===== config.mk =====
export PLATFORM = sky130hd
export DESIGN_NAME = bert_chk_top
export DESIGN_NICKNAME = d
export VERILOG_FILES = /design/src/common/bert_pkg.sv /design/src/hw/bert_chk/bert_chk_top.sv /design/src/hw/bert_chk/bert_err_cnt.sv /design/src/hw/bert_chk/bert_ptrn_gen.sv /design/src/hw/bert_chk/bert_rx_cmp.sv
export SDC_FILE = /design/constraint.sdc
export NUM_CORES = 1
export LEC_CHECK = 0
export BUFFER_PORTS_ARGS = -buffer_cell sky130_fd_sc_hd__buf_2
export CAP_MARGIN = 0
export CORE_MARGIN = 4
export CORE_UTILIZATION = 40
export DETAILED_ROUTE_END_ITERATION = 10
export SYNTH_ARGS = -nofsm -noshare
export SYNTH_HDL_FRONTEND = slang
export SYNTH_SLANG_ARGS = --single-unit

===== constraint.sdc =====
create_clock -name clk -period 22 [get_ports clk]
set_clock_uncertainty 0.2 [all_clocks]
set_input_delay 0 -clock clk [delete_from_list [all_inputs] [get_ports clk]]
set_output_delay 0 -clock clk [all_outputs]
set_load 0.02 [all_outputs]

===== src/common/bert_pkg.sv =====
/*
  Shared BERT checker definitions: buffer and lane widths, lane and pattern
  encodings, configuration struct, PRBS tap constants, lane count helper
*/

package bert_pkg;

  // --------------------------------------------------------------------------
  // Widths
  // --------------------------------------------------------------------------
  localparam int unsigned buf_w      = 128; // Reference and receive buffers
  localparam int unsigned lane_w     = 8;   // Max received bits per clock
  localparam int unsigned cnt_w      = 16;  // Error counter
  localparam int unsigned lane_cnt_w = 4;   // Holds a per-clock count up to 8

  // --------------------------------------------------------------------------
  // Encodings
  // --------------------------------------------------------------------------
  // Bits taken from rx_data on each clock
  typedef enum logic [1:0] {
    nbit1 = 2'b00, // 1 bit per clock
    nbit2 = 2'b01, // 2 bits per clock
    nbit4 = 2'b10, // 4 bits per clock
    nbit8 = 2'b11  // 8 bits per clock
  } lane_sel_t;

  // Reference sequence
  typedef enum logic [1:0] {
    prbs7   = 2'b00, // x7 + x6 + 1
    prbs15  = 2'b01, // x15 + x14 + 1
    prbs31  = 2'b10, // x31 + x28 + 1
    ptrn128 = 2'b11  // Repeating 128-bit user word
  } ptrn_sel_t;

  // Static setup, held while the checker runs
  typedef struct packed {
    ptrn_sel_t ptrn_sel; // Pattern select
    lane_sel_t lane_sel; // Lane width select
  } bert_cfg_t;

  // --------------------------------------------------------------------------
  // Polynomial taps, in bits back from the bit being generated
  // --------------------------------------------------------------------------
  localparam int unsigned prbs7_len  = 7;
  localparam int unsigned prbs7_tap  = 6;
  localparam int unsigned prbs15_len = 15;
  localparam int unsigned prbs15_tap = 14;
  localparam int unsigned prbs31_len = 31;
  localparam int unsigned prbs31_tap = 28;

  // Number of active lanes for a lane select
  function automatic logic [lane_cnt_w-1:0] lane_num(input lane_sel_t sel);
    logic [lane_cnt_w-1:0] n;
    case (sel)
      nbit1:   n = 4'd1;
      nbit2:   n = 4'd2;
      nbit4:   n = 4'd4;
      default: n = 4'd8; // nbit8
    endcase
    return n;
  endfunction

endpackage


===== src/hw/bert_chk/bert_chk_top.sv =====
/*
  BERT receive checker top: pattern generator, receive compare, error counter
*/

`timescale 1ns/1ps

module bert_chk_top (
  input  logic                          clk,
  input  logic                          rstn,
  input  logic                          rx_rst_pulse,   // Sync clear of checker state
  input  logic                          rx_start_pulse, // Begin comparing
  input  logic                          seed_in_en,     // Seed reference while idle
  input  bert_pkg::bert_cfg_t           cfg,
  input  logic [bert_pkg::lane_w-1:0]   rx_data,        // Bit 0 is earliest
  output logic [bert_pkg::buf_w-1:0]    rx_data_buf,    // Last 128 received bits
  output logic                          running,
  output logic [bert_pkg::cnt_w-1:0]    err_cnt
);

  logic [bert_pkg::lane_w-1:0] ref_top; // Expected bits, top of reference buffer
  logic [bert_pkg::lane_w-1:0] bit_err; // Per-lane mismatch

  bert_ptrn_gen bert_ptrn_gen_inst (
    .clk            (clk),
    .rstn           (rstn),
    .rx_rst_pulse   (rx_rst_pulse),
    .rx_start_pulse (rx_start_pulse),
    .seed_in_en     (seed_in_en),
    .cfg            (cfg),
    .rx_data        (rx_data),
    .running        (running),
    .ref_top        (ref_top)
  );

  bert_rx_cmp bert_rx_cmp_inst (
    .clk            (clk),
    .rstn           (rstn),
    .rx_rst_pulse   (rx_rst_pulse),
    .rx_start_pulse (rx_start_pulse),
    .running        (running),
    .cfg            (cfg),
    .rx_data        (rx_data),
    .ref_top        (ref_top),
    .rx_data_buf    (rx_data_buf),
    .bit_err        (bit_err)
  );

  bert_err_cnt bert_err_cnt_inst (
    .clk          (clk),
    .rstn         (rstn),
    .rx_rst_pulse (rx_rst_pulse),
    .running      (running),
    .cfg          (cfg),
    .bit_err      (bit_err),
    .err_cnt      (err_cnt)
  );

endmodule


===== src/hw/bert_chk/bert_err_cnt.sv =====
/*
  Per-clock error population count and saturating 16-bit error counter
*/

`timescale 1ns/1ps

module bert_err_cnt (
  input  logic                        clk,
  input  logic                        rstn,
  input  logic                        rx_rst_pulse, // Clears the counter
  input  logic                        running,
  input  bert_pkg::bert_cfg_t         cfg,
  input  logic [bert_pkg::lane_w-1:0] bit_err,
  output logic [bert_pkg::cnt_w-1:0]  err_cnt       // Sticks at all ones
);

  localparam int unsigned cnt_w      = bert_pkg::cnt_w;
  localparam int unsigned lane_cnt_w = bert_pkg::lane_cnt_w;

  logic [lane_cnt_w-1:0] lane_n;  // Active lanes
  logic [lane_cnt_w-1:0] err_inc; // Errors seen this clock
  logic [cnt_w:0]        cnt_sum; // Counter plus increment, with carry out
  logic [cnt_w-1:0]      cnt_nxt; // Saturated next count

  assign lane_n = bert_pkg::lane_num(cfg.lane_sel);

  // --------------------------------------------------------------------------
  // Population count over active lanes
  // --------------------------------------------------------------------------
  always_comb
  begin
    err_inc = '0;
    for (int j = 0; j < bert_pkg::lane_w; j++)
    begin
      if (j < lane_n)
      begin
        err_inc = err_inc + {{(lane_cnt_w-1){1'b0}}, bit_err[j]};
      end
    end
  end

  assign cnt_sum = {1'b0, err_cnt} + {{(cnt_w+1-lane_cnt_w){1'b0}}, err_inc};
  assign cnt_nxt = cnt_sum[cnt_w] ? '1 : cnt_sum[cnt_w-1:0]; // Carry out saturates

  // --------------------------------------------------------------------------
  // Error counter
  // --------------------------------------------------------------------------
  always_ff @(posedge clk or negedge rstn)
  begin
    if (!rstn)
    begin
      err_cnt <= '0;
    end
    else if (rx_rst_pulse)
    begin
      err_cnt <= '0;
    end
    else if (running)
    begin
      err_cnt <= cnt_nxt;
    end
  end

  // Count only moves down through a reset pulse
  a_cnt_mono : assert property (
    @(posedge clk) disable iff (!rstn)
    !rx_rst_pulse |=> err_cnt >= $past(err_cnt)
  );

endmodule


===== src/hw/bert_chk/bert_ptrn_gen.sv =====
/*
  Reference sequence generator: 128-bit reference buffer with self-seeding,
  PRBS7/15/31 and 128-bit pattern stepping of 1 to 8 bits per clock, run flag
*/

`timescale 1ns/1ps

module bert_ptrn_gen (
  input  logic                        clk,
  input  logic                        rstn,
  input  logic                        rx_rst_pulse,   // Clears flag and buffer
  input  logic                        rx_start_pulse, // Sets running, steps once
  input  logic                        seed_in_en,     // Idle seeding from rx_data
  input  bert_pkg::bert_cfg_t         cfg,
  input  logic [bert_pkg::lane_w-1:0] rx_data,
  output logic                        running,
  output logic [bert_pkg::lane_w-1:0] ref_top         // Newest expected bits
);

  localparam int unsigned buf_w  = bert_pkg::buf_w;
  localparam int unsigned lane_w = bert_pkg::lane_w;

  logic [buf_w-1:0]                  ref_buf;  // Bit buf_w-1 is the newest bit
  logic [buf_w-1:0]                  ref_nxt;  // Buffer after this clock
  logic [buf_w+lane_w-1:0]           ref_ext;  // Buffer plus up to 8 new bits above it
  logic [bert_pkg::lane_cnt_w-1:0]   lane_n;   // Bits consumed per clock
  logic                              step_en;  // Advance the sequence

  assign lane_n  = bert_pkg::lane_num(cfg.lane_sel);
  assign step_en = running | rx_start_pulse; // Start edge already steps
  assign ref_top = ref_buf[buf_w-1 -: lane_w];

  // --------------------------------------------------------------------------
  // Running flag
  // --------------------------------------------------------------------------
  always_ff @(posedge clk or negedge rstn)
  begin
    if (!rstn)
    begin
      running <= 1'b0;
    end
    else if (rx_rst_pulse)
    begin
      running <= 1'b0;                        // Reset pulse wins over start
    end
    else if (rx_start_pulse)
    begin
      running <= 1'b1;
    end
  end

  // --------------------------------------------------------------------------
  // Next-bit extension
  // ref_ext[buf_w+i] is the i-th bit after the buffer contents, so bit
  // ref_ext[buf_w+i-k] lies k positions earlier in the sequence
  // --------------------------------------------------------------------------
  always_comb
  begin
    ref_ext = {rx_data, ref_buf};             // Seed words enter on top when idle
    if (step_en)
    begin
      case (cfg.ptrn_sel)
        bert_pkg::prbs7:
        begin
          for (int i = 0; i < lane_w; i++)
          begin
            ref_ext[buf_w+i] = ref_ext[buf_w+i-bert_pkg::prbs7_len] ^
                               ref_ext[buf_w+i-bert_pkg::prbs7_tap];
          end
        end
        bert_pkg::prbs15:
        begin
          for (int i = 0; i < lane_w; i++)
          begin
            ref_ext[buf_w+i] = ref_ext[buf_w+i-bert_pkg::prbs15_len] ^
                               ref_ext[buf_w+i-bert_pkg::prbs15_tap];
          end
        end
        bert_pkg::prbs31:
        begin
          for (int i = 0; i < lane_w; i++)
          begin
            ref_ext[buf_w+i] = ref_ext[buf_w+i-bert_pkg::prbs31_len] ^
                               ref_ext[buf_w+i-bert_pkg::prbs31_tap];
          end
        end
        default:                              // ptrn128
        begin
          for (int i = 0; i < lane_w; i++)
          begin
            ref_ext[buf_w+i] = ref_ext[i];    // Bit 128 positions back, a rotate
          end
        end
      endcase
    end
  end

  // Drop the oldest lane_n bits, keep the newest buf_w
  assign ref_nxt = ref_ext[lane_n +: buf_w];

  // --------------------------------------------------------------------------
  // Reference buffer
  // --------------------------------------------------------------------------
  always_ff @(posedge clk or negedge rstn)
  begin
    if (!rstn)
    begin
      ref_buf <= '0;
    end
    else if (rx_rst_pulse)
    begin
      ref_buf <= '0;
    end
    else if (step_en || seed_in_en)
    begin
      ref_buf <= ref_nxt;                     // Sequence step or seed shift
    end
  end

  // Idle without seeding leaves the reference untouched
  a_ref_hold : assert property (
    @(posedge clk) disable iff (!rstn)
    !(running || rx_start_pulse || seed_in_en || rx_rst_pulse) |=> $stable(ref_buf)
  );

endmodule


===== src/hw/bert_chk/bert_rx_cmp.sv =====
/*
  Receive capture buffer of the last 128 bits and per-lane compare
  against the reference sequence
*/

`timescale 1ns/1ps

module bert_rx_cmp (
  input  logic                        clk,
  input  logic                        rstn,
  input  logic                        rx_rst_pulse,   // Clears capture buffer
  input  logic                        rx_start_pulse, // First captured word
  input  logic                        running,
  input  bert_pkg::bert_cfg_t         cfg,
  input  logic [bert_pkg::lane_w-1:0] rx_data,        // Bit 0 is earliest
  input  logic [bert_pkg::lane_w-1:0] ref_top,        // Expected newest bits
  output logic [bert_pkg::buf_w-1:0]  rx_data_buf,    // Bit 127 is the newest bit
  output logic [bert_pkg::lane_w-1:0] bit_err         // Mismatch, lane 0 earliest
);

  localparam int unsigned buf_w  = bert_pkg::buf_w;
  localparam int unsigned lane_w = bert_pkg::lane_w;

  logic [bert_pkg::lane_cnt_w-1:0] lane_n;   // Active lanes
  logic [buf_w+lane_w-1:0]         rx_ext;   // New word stacked on the buffer
  logic [lane_w-1:0]               top_diff; // Top 8 bits of both buffers XORed
  logic                            cap_en;   // Capture this clock

  assign lane_n = bert_pkg::lane_num(cfg.lane_sel);
  assign cap_en = running | rx_start_pulse;
  assign rx_ext = {rx_data, rx_data_buf};

  // --------------------------------------------------------------------------
  // Capture buffer
  // --------------------------------------------------------------------------
  always_ff @(posedge clk or negedge rstn)
  begin
    if (!rstn)
    begin
      rx_data_buf <= '0;
    end
    else if (rx_rst_pulse)
    begin
      rx_data_buf <= '0;
    end
    else if (cap_en)
    begin
      rx_data_buf <= rx_ext[lane_n +: buf_w]; // Shift in lane_n bits at the top
    end
  end

  // --------------------------------------------------------------------------
  // Bit error detection
  // --------------------------------------------------------------------------
  assign top_diff = ref_top ^ rx_data_buf[buf_w-1 -: lane_w];

  // Top lane_n bits move down to lanes 0..lane_n-1, unused lanes read zero
  always_comb
  begin
    bit_err = '0;
    if (running)
    begin
      bit_err = top_diff >> (lane_w - lane_n);
    end
  end

  // Unused lanes never report errors
  a_lane_mask : assert property (
    @(posedge clk) disable iff (!rstn)
    (bit_err >> lane_n) == '0
  );

endmodule


# After elaboration in Yosys (flattened, before gate mapping)
# Cells that the tools add are included.
[op_classes] n_addsub=9 mul=0 div_mod_pow=0 n_lt_le_gt_ge=8 n_eq_ne=4 n_shift=3 n_mux=21 n_bitwise=26 reduce_logical=7
[op_table] cell="two-way mux 128 bit" n=4
[op_table] cell="variable part select 136 x 5 -> 128 bit" n=2
[op_table] cell="two-way mux 16 bit" n=3
[op_table] cell=">> shifter 8 x 32 -> 8 bit" n=1
[op_table] cell="two-way mux 4 bit" n=7
[op_table] cell="adder 4 x 1 -> 4 bit" n=6
[op_table] cell="one-hot mux 8 bit (3 select lines)" n=1
[op_table] cell="bitwise XOR 1 bit" n=24
[op_table] cell="adder 16 x 4 -> 17 bit" n=1
[op_table] cell="less-than comparator 3 x 4 -> 1 bit (first input constant)" n=4
[op_table] cell="two-way mux 8 bit" n=2
[op_table] cell="one-hot mux 4 bit (3 select lines)" n=1
[op_table] cell="less-than comparator 1 x 4 -> 1 bit (first input constant)" n=2
[op_table] cell="less-than comparator 2 x 4 -> 1 bit (first input constant)" n=2
[op_table] cell="nonzero test 2 bit" n=4
[op_table] cell="bitwise XOR 8 bit" n=1
[op_table] cell="subtractor 4 x 4 -> 5 bit (first input constant)" n=1
[op_table] cell="== test 2 x 1 -> 1 bit (second input constant)" n=2
[op_table] cell="== test 2 bit (second input constant)" n=2
[op_table] cell="zero test 2 bit" n=2
[op_table] cell="two-way mux 1 bit" n=3
[op_table] cell="adder 1 x 1 -> 2 bit" n=1
[op_table] cell="logical OR 1 bit" n=1
[op_table] cell="OR 1 bit" n=1
[totals] ff_bits=273 latch_bits=0 ramBits=0 mem_bits_ro=0 out_inout_bits=145 word_cells=82 memories=0

# Logic depth before layout (Yosys ltp)
[depth] word_depth=24 depth_mapped=44

# Modules after synthesis
# A second synthesis with hierarchy kept.
[unflattened] cells_unflattened=1210 hier_area_um2=17718.2
[modules_own_cells] module="bert_ptrn_gen" instances=1 cells_per_inst=550 area_each_um2=8319.2
[modules_own_cells] module="bert_rx_cmp" instances=1 cells_per_inst=483 area_each_um2=7860.0
[modules_own_cells] module="bert_err_cnt" instances=1 cells_per_inst=177 area_each_um2=1539.0

# Worst setup path before layout
# No wires, ideal clock.
[synth_path] path_type="in2reg" startpoint="input port cfg[0] (netlist name)" endpoint="register bert_err_cnt_inst.err_cnt[11] (netlist name)" setup_time_ps=99 arrival_ps=6944 slack_ps=14757 stages=43 path_cell_list="inv_1 ha_1 buf_4 buf_4 buf_2 buf_4 buf_2 nor2_1 o311ai_0 o211a_1 ha_1 nand2b_1 nand2_1 ha_1 nor2_1 a31oi_1 ha_1 nand2_1 (+7 left out) a21oi_1 ha_1 ha_1 xor2_1 xnor2_1 nand2_1 xor2_1 nand4_1 xor2_1 xnor2_1 ha_1 o21ai_0 a21oi_1 and3_1 clkbuf_1 a31o_2 a21oi_1 a311oi_1"
[synth_between] elab_chain_cells=24 elab_cells_between_ends=34 cone_classes="9 x add/sub; 8 x order compare; 2 x eq/ne; 1 x shift; 13 x mux; 1 x reduce/logical"
[synth_rtl] item="start, declared" line="bert_chk_top.sv:13" source="input bert_pkg::bert_cfg_t cfg,"
[synth_rtl] item="== test 2 bit, or another cell as far along" line="bert_pkg.sv:54" source="case (sel)"
[synth_rtl] item="one-hot mux 4 bit (3 select lines) *" line="bert_pkg.sv:54"
[synth_rtl] item="subtractor 4 x 4 -> 5 bit" line="bert_rx_cmp.sv:63" source="bit_err = top_diff >> (lane_w - lane_n);"
[synth_rtl] item=">> shifter 8 x 32 -> 8 bit" line="bert_rx_cmp.sv:63"
[synth_rtl] item="two-way mux 8 bit" line="bert_rx_cmp.sv:61" source="if (running)"
[synth_rtl] item="two-way mux 1 bit" line="bert_err_cnt.sv:35" source="if (j < lane_n)"
[synth_rtl] item="adder 1 x 1 -> 2 bit" line="bert_err_cnt.sv:37" source="err_inc = err_inc + {{(lane_cnt_w-1){1'b0}}, bit_err[j]};"
[synth_rtl] item="two-way mux 4 bit" line="bert_err_cnt.sv:35"
[synth_rtl] item="(+8 left out)"
[synth_rtl] item="adder 4 x 1 -> 4 bit" line="bert_err_cnt.sv:37"
[synth_rtl] item="two-way mux 4 bit" line="bert_err_cnt.sv:35"
[synth_rtl] item="adder 4 x 1 -> 4 bit" line="bert_err_cnt.sv:37"
[synth_rtl] item="two-way mux 4 bit *" line="bert_err_cnt.sv:35"
[synth_rtl] item="adder 16 x 4 -> 17 bit *" line="bert_err_cnt.sv:42" source="assign cnt_sum = {1'b0, err_cnt} + {{(cnt_w+1-lane_cnt_w){1'b0}}, err_inc};"
[synth_rtl] item="two-way mux 16 bit *" line="bert_err_cnt.sv:43" source="assign cnt_nxt = cnt_sum[cnt_w] ? '1 : cnt_sum[cnt_w-1:0];"
[synth_rtl] item="two-way mux 16 bit *" line="bert_err_cnt.sv:58" source="else if (running)"
[synth_rtl] item="two-way mux 16 bit *" line="bert_err_cnt.sv:54" source="else if (rx_rst_pulse)"
[synth_rtl] item="end signal, assigned" line="bert_err_cnt.sv:60" source="err_cnt <= cnt_nxt;"
[synth_rtl] item="end, declared" line="bert_err_cnt.sv:14" source="output logic [bert_pkg::cnt_w-1:0] err_cnt"
# Every way passes the cells marked *; elsewhere a longest branch is shown, timed or not. The select of a mux whose other input is x is not followed.
# A chain may end at the register's enable or synchronous reset.

# Final worst setup path
[layout_path] startpoint="input port cfg[1] (netlist name)" endpoint="register bert_err_cnt_inst.err_cnt[4] (netlist name)"
# Same word-level chain as after synthesis.

==> run metrics <==
status=complete, no violations; Post-Syn Instances=2711; RSZ-0062 raised after global routing=no; FF-to-FF setup slack=13860 ps; Net Sw Power=0.000548 W; Sequential Power Share=0.363; Syn. warnings=0; unique cell type count in the Yosys netlist=78; Placed Instances=3402; Ports=162; Final min period=8750 ps; P_int=0.00105 W; Final Core Density=0.444; DR WL/cell=22.3 um; final setup vio count=0; biggest cell delay along the critical path=690 ps; deepest clock path buffer count=3; CTS clk-pin slew, worst paths=60 ps; mux share of post-synthesis cell area=0.284; vias per cell=6.35; total of max-cap violations=0; main combinational cell family by area after synthesis=multiplexers; total negative slack=0 ps; Yosys reg bits=273; Synth Flop Type=dfrtp_1; synth-to-layout area growth=9.28%; final hold vios=0; Post-Place Setup Slack=13380 ps; net count after synthesis=2754; register area=6830 um2; area of the multi-input gates=16100 um2; worst reg2reg path depth=35; Most common cell on crit path=ha_1; first-pass GRT wire length=125 mm; Switching Fraction=0.343; DRC viols=0; Num CTS Buffers=37; share of cells above drive strength 1=0.194; critical path's slowest cell=ha_4; CTS root buf=clkbuf_16; # fillers=5848; xor/xnor cell area share of the yosys netlist=0.0160; DR iter-0 viols=2237; simple logic cell fraction of the synthesized area=0.157; pin count of the biggest net entering global routing=195; post-DP HPWL=50.8 mm; post-synthesis adder-cell area fraction=0.0138; H-Tree Depth=2; grt total ovfl=0; CTS tree=built; critical path arrival=9000 ps; Async SR Flop Fraction=1.00; CP Capture Type=register; Comb pwr share=0.264; fmax=114 MHz; Setup WS post-layout=13250 ps; row cnt=89; Clk pwr share=0.373; fin area=26300 um2; EDFF count, synth=0; post-route clock period utilization=0.398; DR vias=22100; CP Max Fanout=57; Worst Path Class, Setup=primary input to register; Final Routed Wirelength=77.4 mm; mapped cell area=24100 um2; Clk Latency, worst-skew pair=560 ps; Area after DPL=25000 um2; Worst VDD drop=0.0000569 V; die width=253 um; Core Region=59200 um2; Sink Count=273; worst rel slew slack=0.211; Worst Tran Pin Value=1180 ps; fin. max-slew vios=0; fin cells=3479; initial core utilization=0.406; Avg Cell Area, Syn=8.87 um2; P_leak=11.5 nW; CP Launch Type=primary input; RePlAce Congestion=0.968; # port buffers=161; First-pass DRT Iterations=6; area of the die=64100 um2; fin nets=2722; DRT antenna net count=0; power per cell area=60.9 nW/um2; post-synthesis sequential area ratio=0.284; Tightest Hold Check Type=primary input to async pin; Worst Path Required=22250 ps; Synth Area in Compound Gates=0.192; gr usage total=0.237; vias in the first global route=21500; initial antenna violation count=6; Die Ht=253 um
## metal layers
metal / track usage / wire length, um / vias to the layer above
met5: 0 / 33 / -
met4: 0.0632 / 2210 / 4
met3: 0.0527 / 6300 / 147
met2: 0.376 / 36100 / 963
met1: 0.331 / 32800 / 11000
li1: - / - / 10000
## synthesized netlist by cell type, types with 21 or more instances
cell	n	area, um2
and2_1	21	131
o21ai_0	105	526
a21oi_1	246	1230
clkbuf_1	142	533
mux2i_1	205	2050
a31oi_1	50	313
mux2_2	88	991
nand2_1	484	1820
mux4_2	167	3760
buf_2	75	375
a211oi_1	81	608
xor2_1	26	228
and3_1	59	369
nor3_1	25	125
ha_1	25	313
a22o_1	65	569
o211ai_1	25	188
nor2_1	253	950
nand3_1	23	115
dfrtp_1	273	6830
buf_1	33	124
## cell families (layout without fill, tap and decap cells)
group | count (synthesis) | in the layout
AND/OR/NAND/NOR | 907 | 907
AO/OA/AOI/OAI | 712 | 712
multiplexers | 462 | 462
buffers and inverters | 287 | 280
flip-flops | 273 | 273
XOR/XNOR | 44 | 44
adder cells (fa/ha/maj) | 26 | 26
other | 0 | 2
## final timing paths
kind | from | endpoint
setup / recovery | cfg[1] | bert_err_cnt_inst.err_cnt[4]$_DFFE_PN0P_
hold / removal | rstn | bert_ptrn_gen_inst.ref_buf[15]$_DFFE_PN0N_
setup reg to reg | bert_ptrn_gen_inst.ref_buf[127]$_DFFE_PN0N_ | bert_err_cnt_inst.err_cnt[4]$_DFFE_PN0P_
hold reg to reg | bert_ptrn_gen_inst.ref_buf[0]$_DFFE_PN0P_ | bert_ptrn_gen_inst.ref_buf[0]$_DFFE_PN0P_
max in group asynchronous | rstn | bert_ptrn_gen_inst.ref_buf[44]$_DFFE_PN0N_
min in group clk | cfg[0] | bert_rx_cmp_inst.rx_data_buf[99]$_DFFE_PN0P_
## layout by cell type, fill, tap and decap left out, drive strengths merged, types with 6 or more instances in the layout
cell           n
a32o          14
o21ai        108
nor2b         12
clkbuf        55
nand3         23
inv           18
o22ai         19
a31oi         50
xnor2         18
a311oi        15
nand2        484
a21oi        247
dlygate4sd3   10
and2          21
mux2          89
ha            25
mux4         167
a221oi         6
a21o          19
and3          59
mux2i        206
xor2          26
nand4          6
o31ai          7
a211oi        81
nand2b         6
a211o          6
o211ai        25
dfrtp        273
nor3          25
nor2         254
clkinv         6
o221ai         9
buf          188
a22o          65
## through the flow
stage               hold slack (ps)  power, W
floorplan                      -496  0.000882
global placement              -72.3  0.000999
detailed placement            -70.0   0.00100
CTS                            25.7   0.00161
global route                   88.6   0.00168
finish                         22.3   0.00160
## final cells by class
| class | instances | share of cell area |
|---|---|---|
| repair buffers | 198 | 0.0444 |
| flip-flops and latches | 273 | 0.260 |
| clock buffers | 55 | 0.0413 |
| clock inverters | 9 | 0.00357 |
| multi-input cells | 2151 | 0.611 |
| well taps | 773 | 0.0368 |
| inverters | 18 | 0.00314 |
| diodes | 2 | 0.000190 |
## state kept, by name (all words and copies together) (netlist names)
name                          cells
bert_ptrn_gen_inst.ref_buf      128
bert_ptrn_gen_inst.running        1
bert_rx_cmp_inst.rx_data_buf    128
bert_err_cnt_inst.err_cnt        16
## power by group through the flow
stage / Sequential (W) / Clock [W] / Combinational, W
CTS: 0.000579 / 0.000610 / 0.000420
global placement: 0.000586 / 0 / 0.000413
detailed placement: 0.000588 / 0 / 0.000415
global route: 0.000586 / 0.000630 / 0.000461
finish: 0.000581 / 0.000596 / 0.000422
floorplan: 0.000586 / 0 / 0.000296
## critical path, delay by kind of cell
kind                       cells  cell delay, ps
xor gates and xnor gates       5             920
buffers and inverters          5            1030
AOI/OAI and AO/OA             10            2280
adders and majority gates     10            3350
and+or+nand+nor                8            1390
## repair_timing
action	4_1_cts	5_1_grt
endpoints found under the hold margin	153	0
buffers inserted	0	0
hold buffers	11	0
gates resized for setup	0	0
Note: power is estimated with default switching activity, not from simulation.
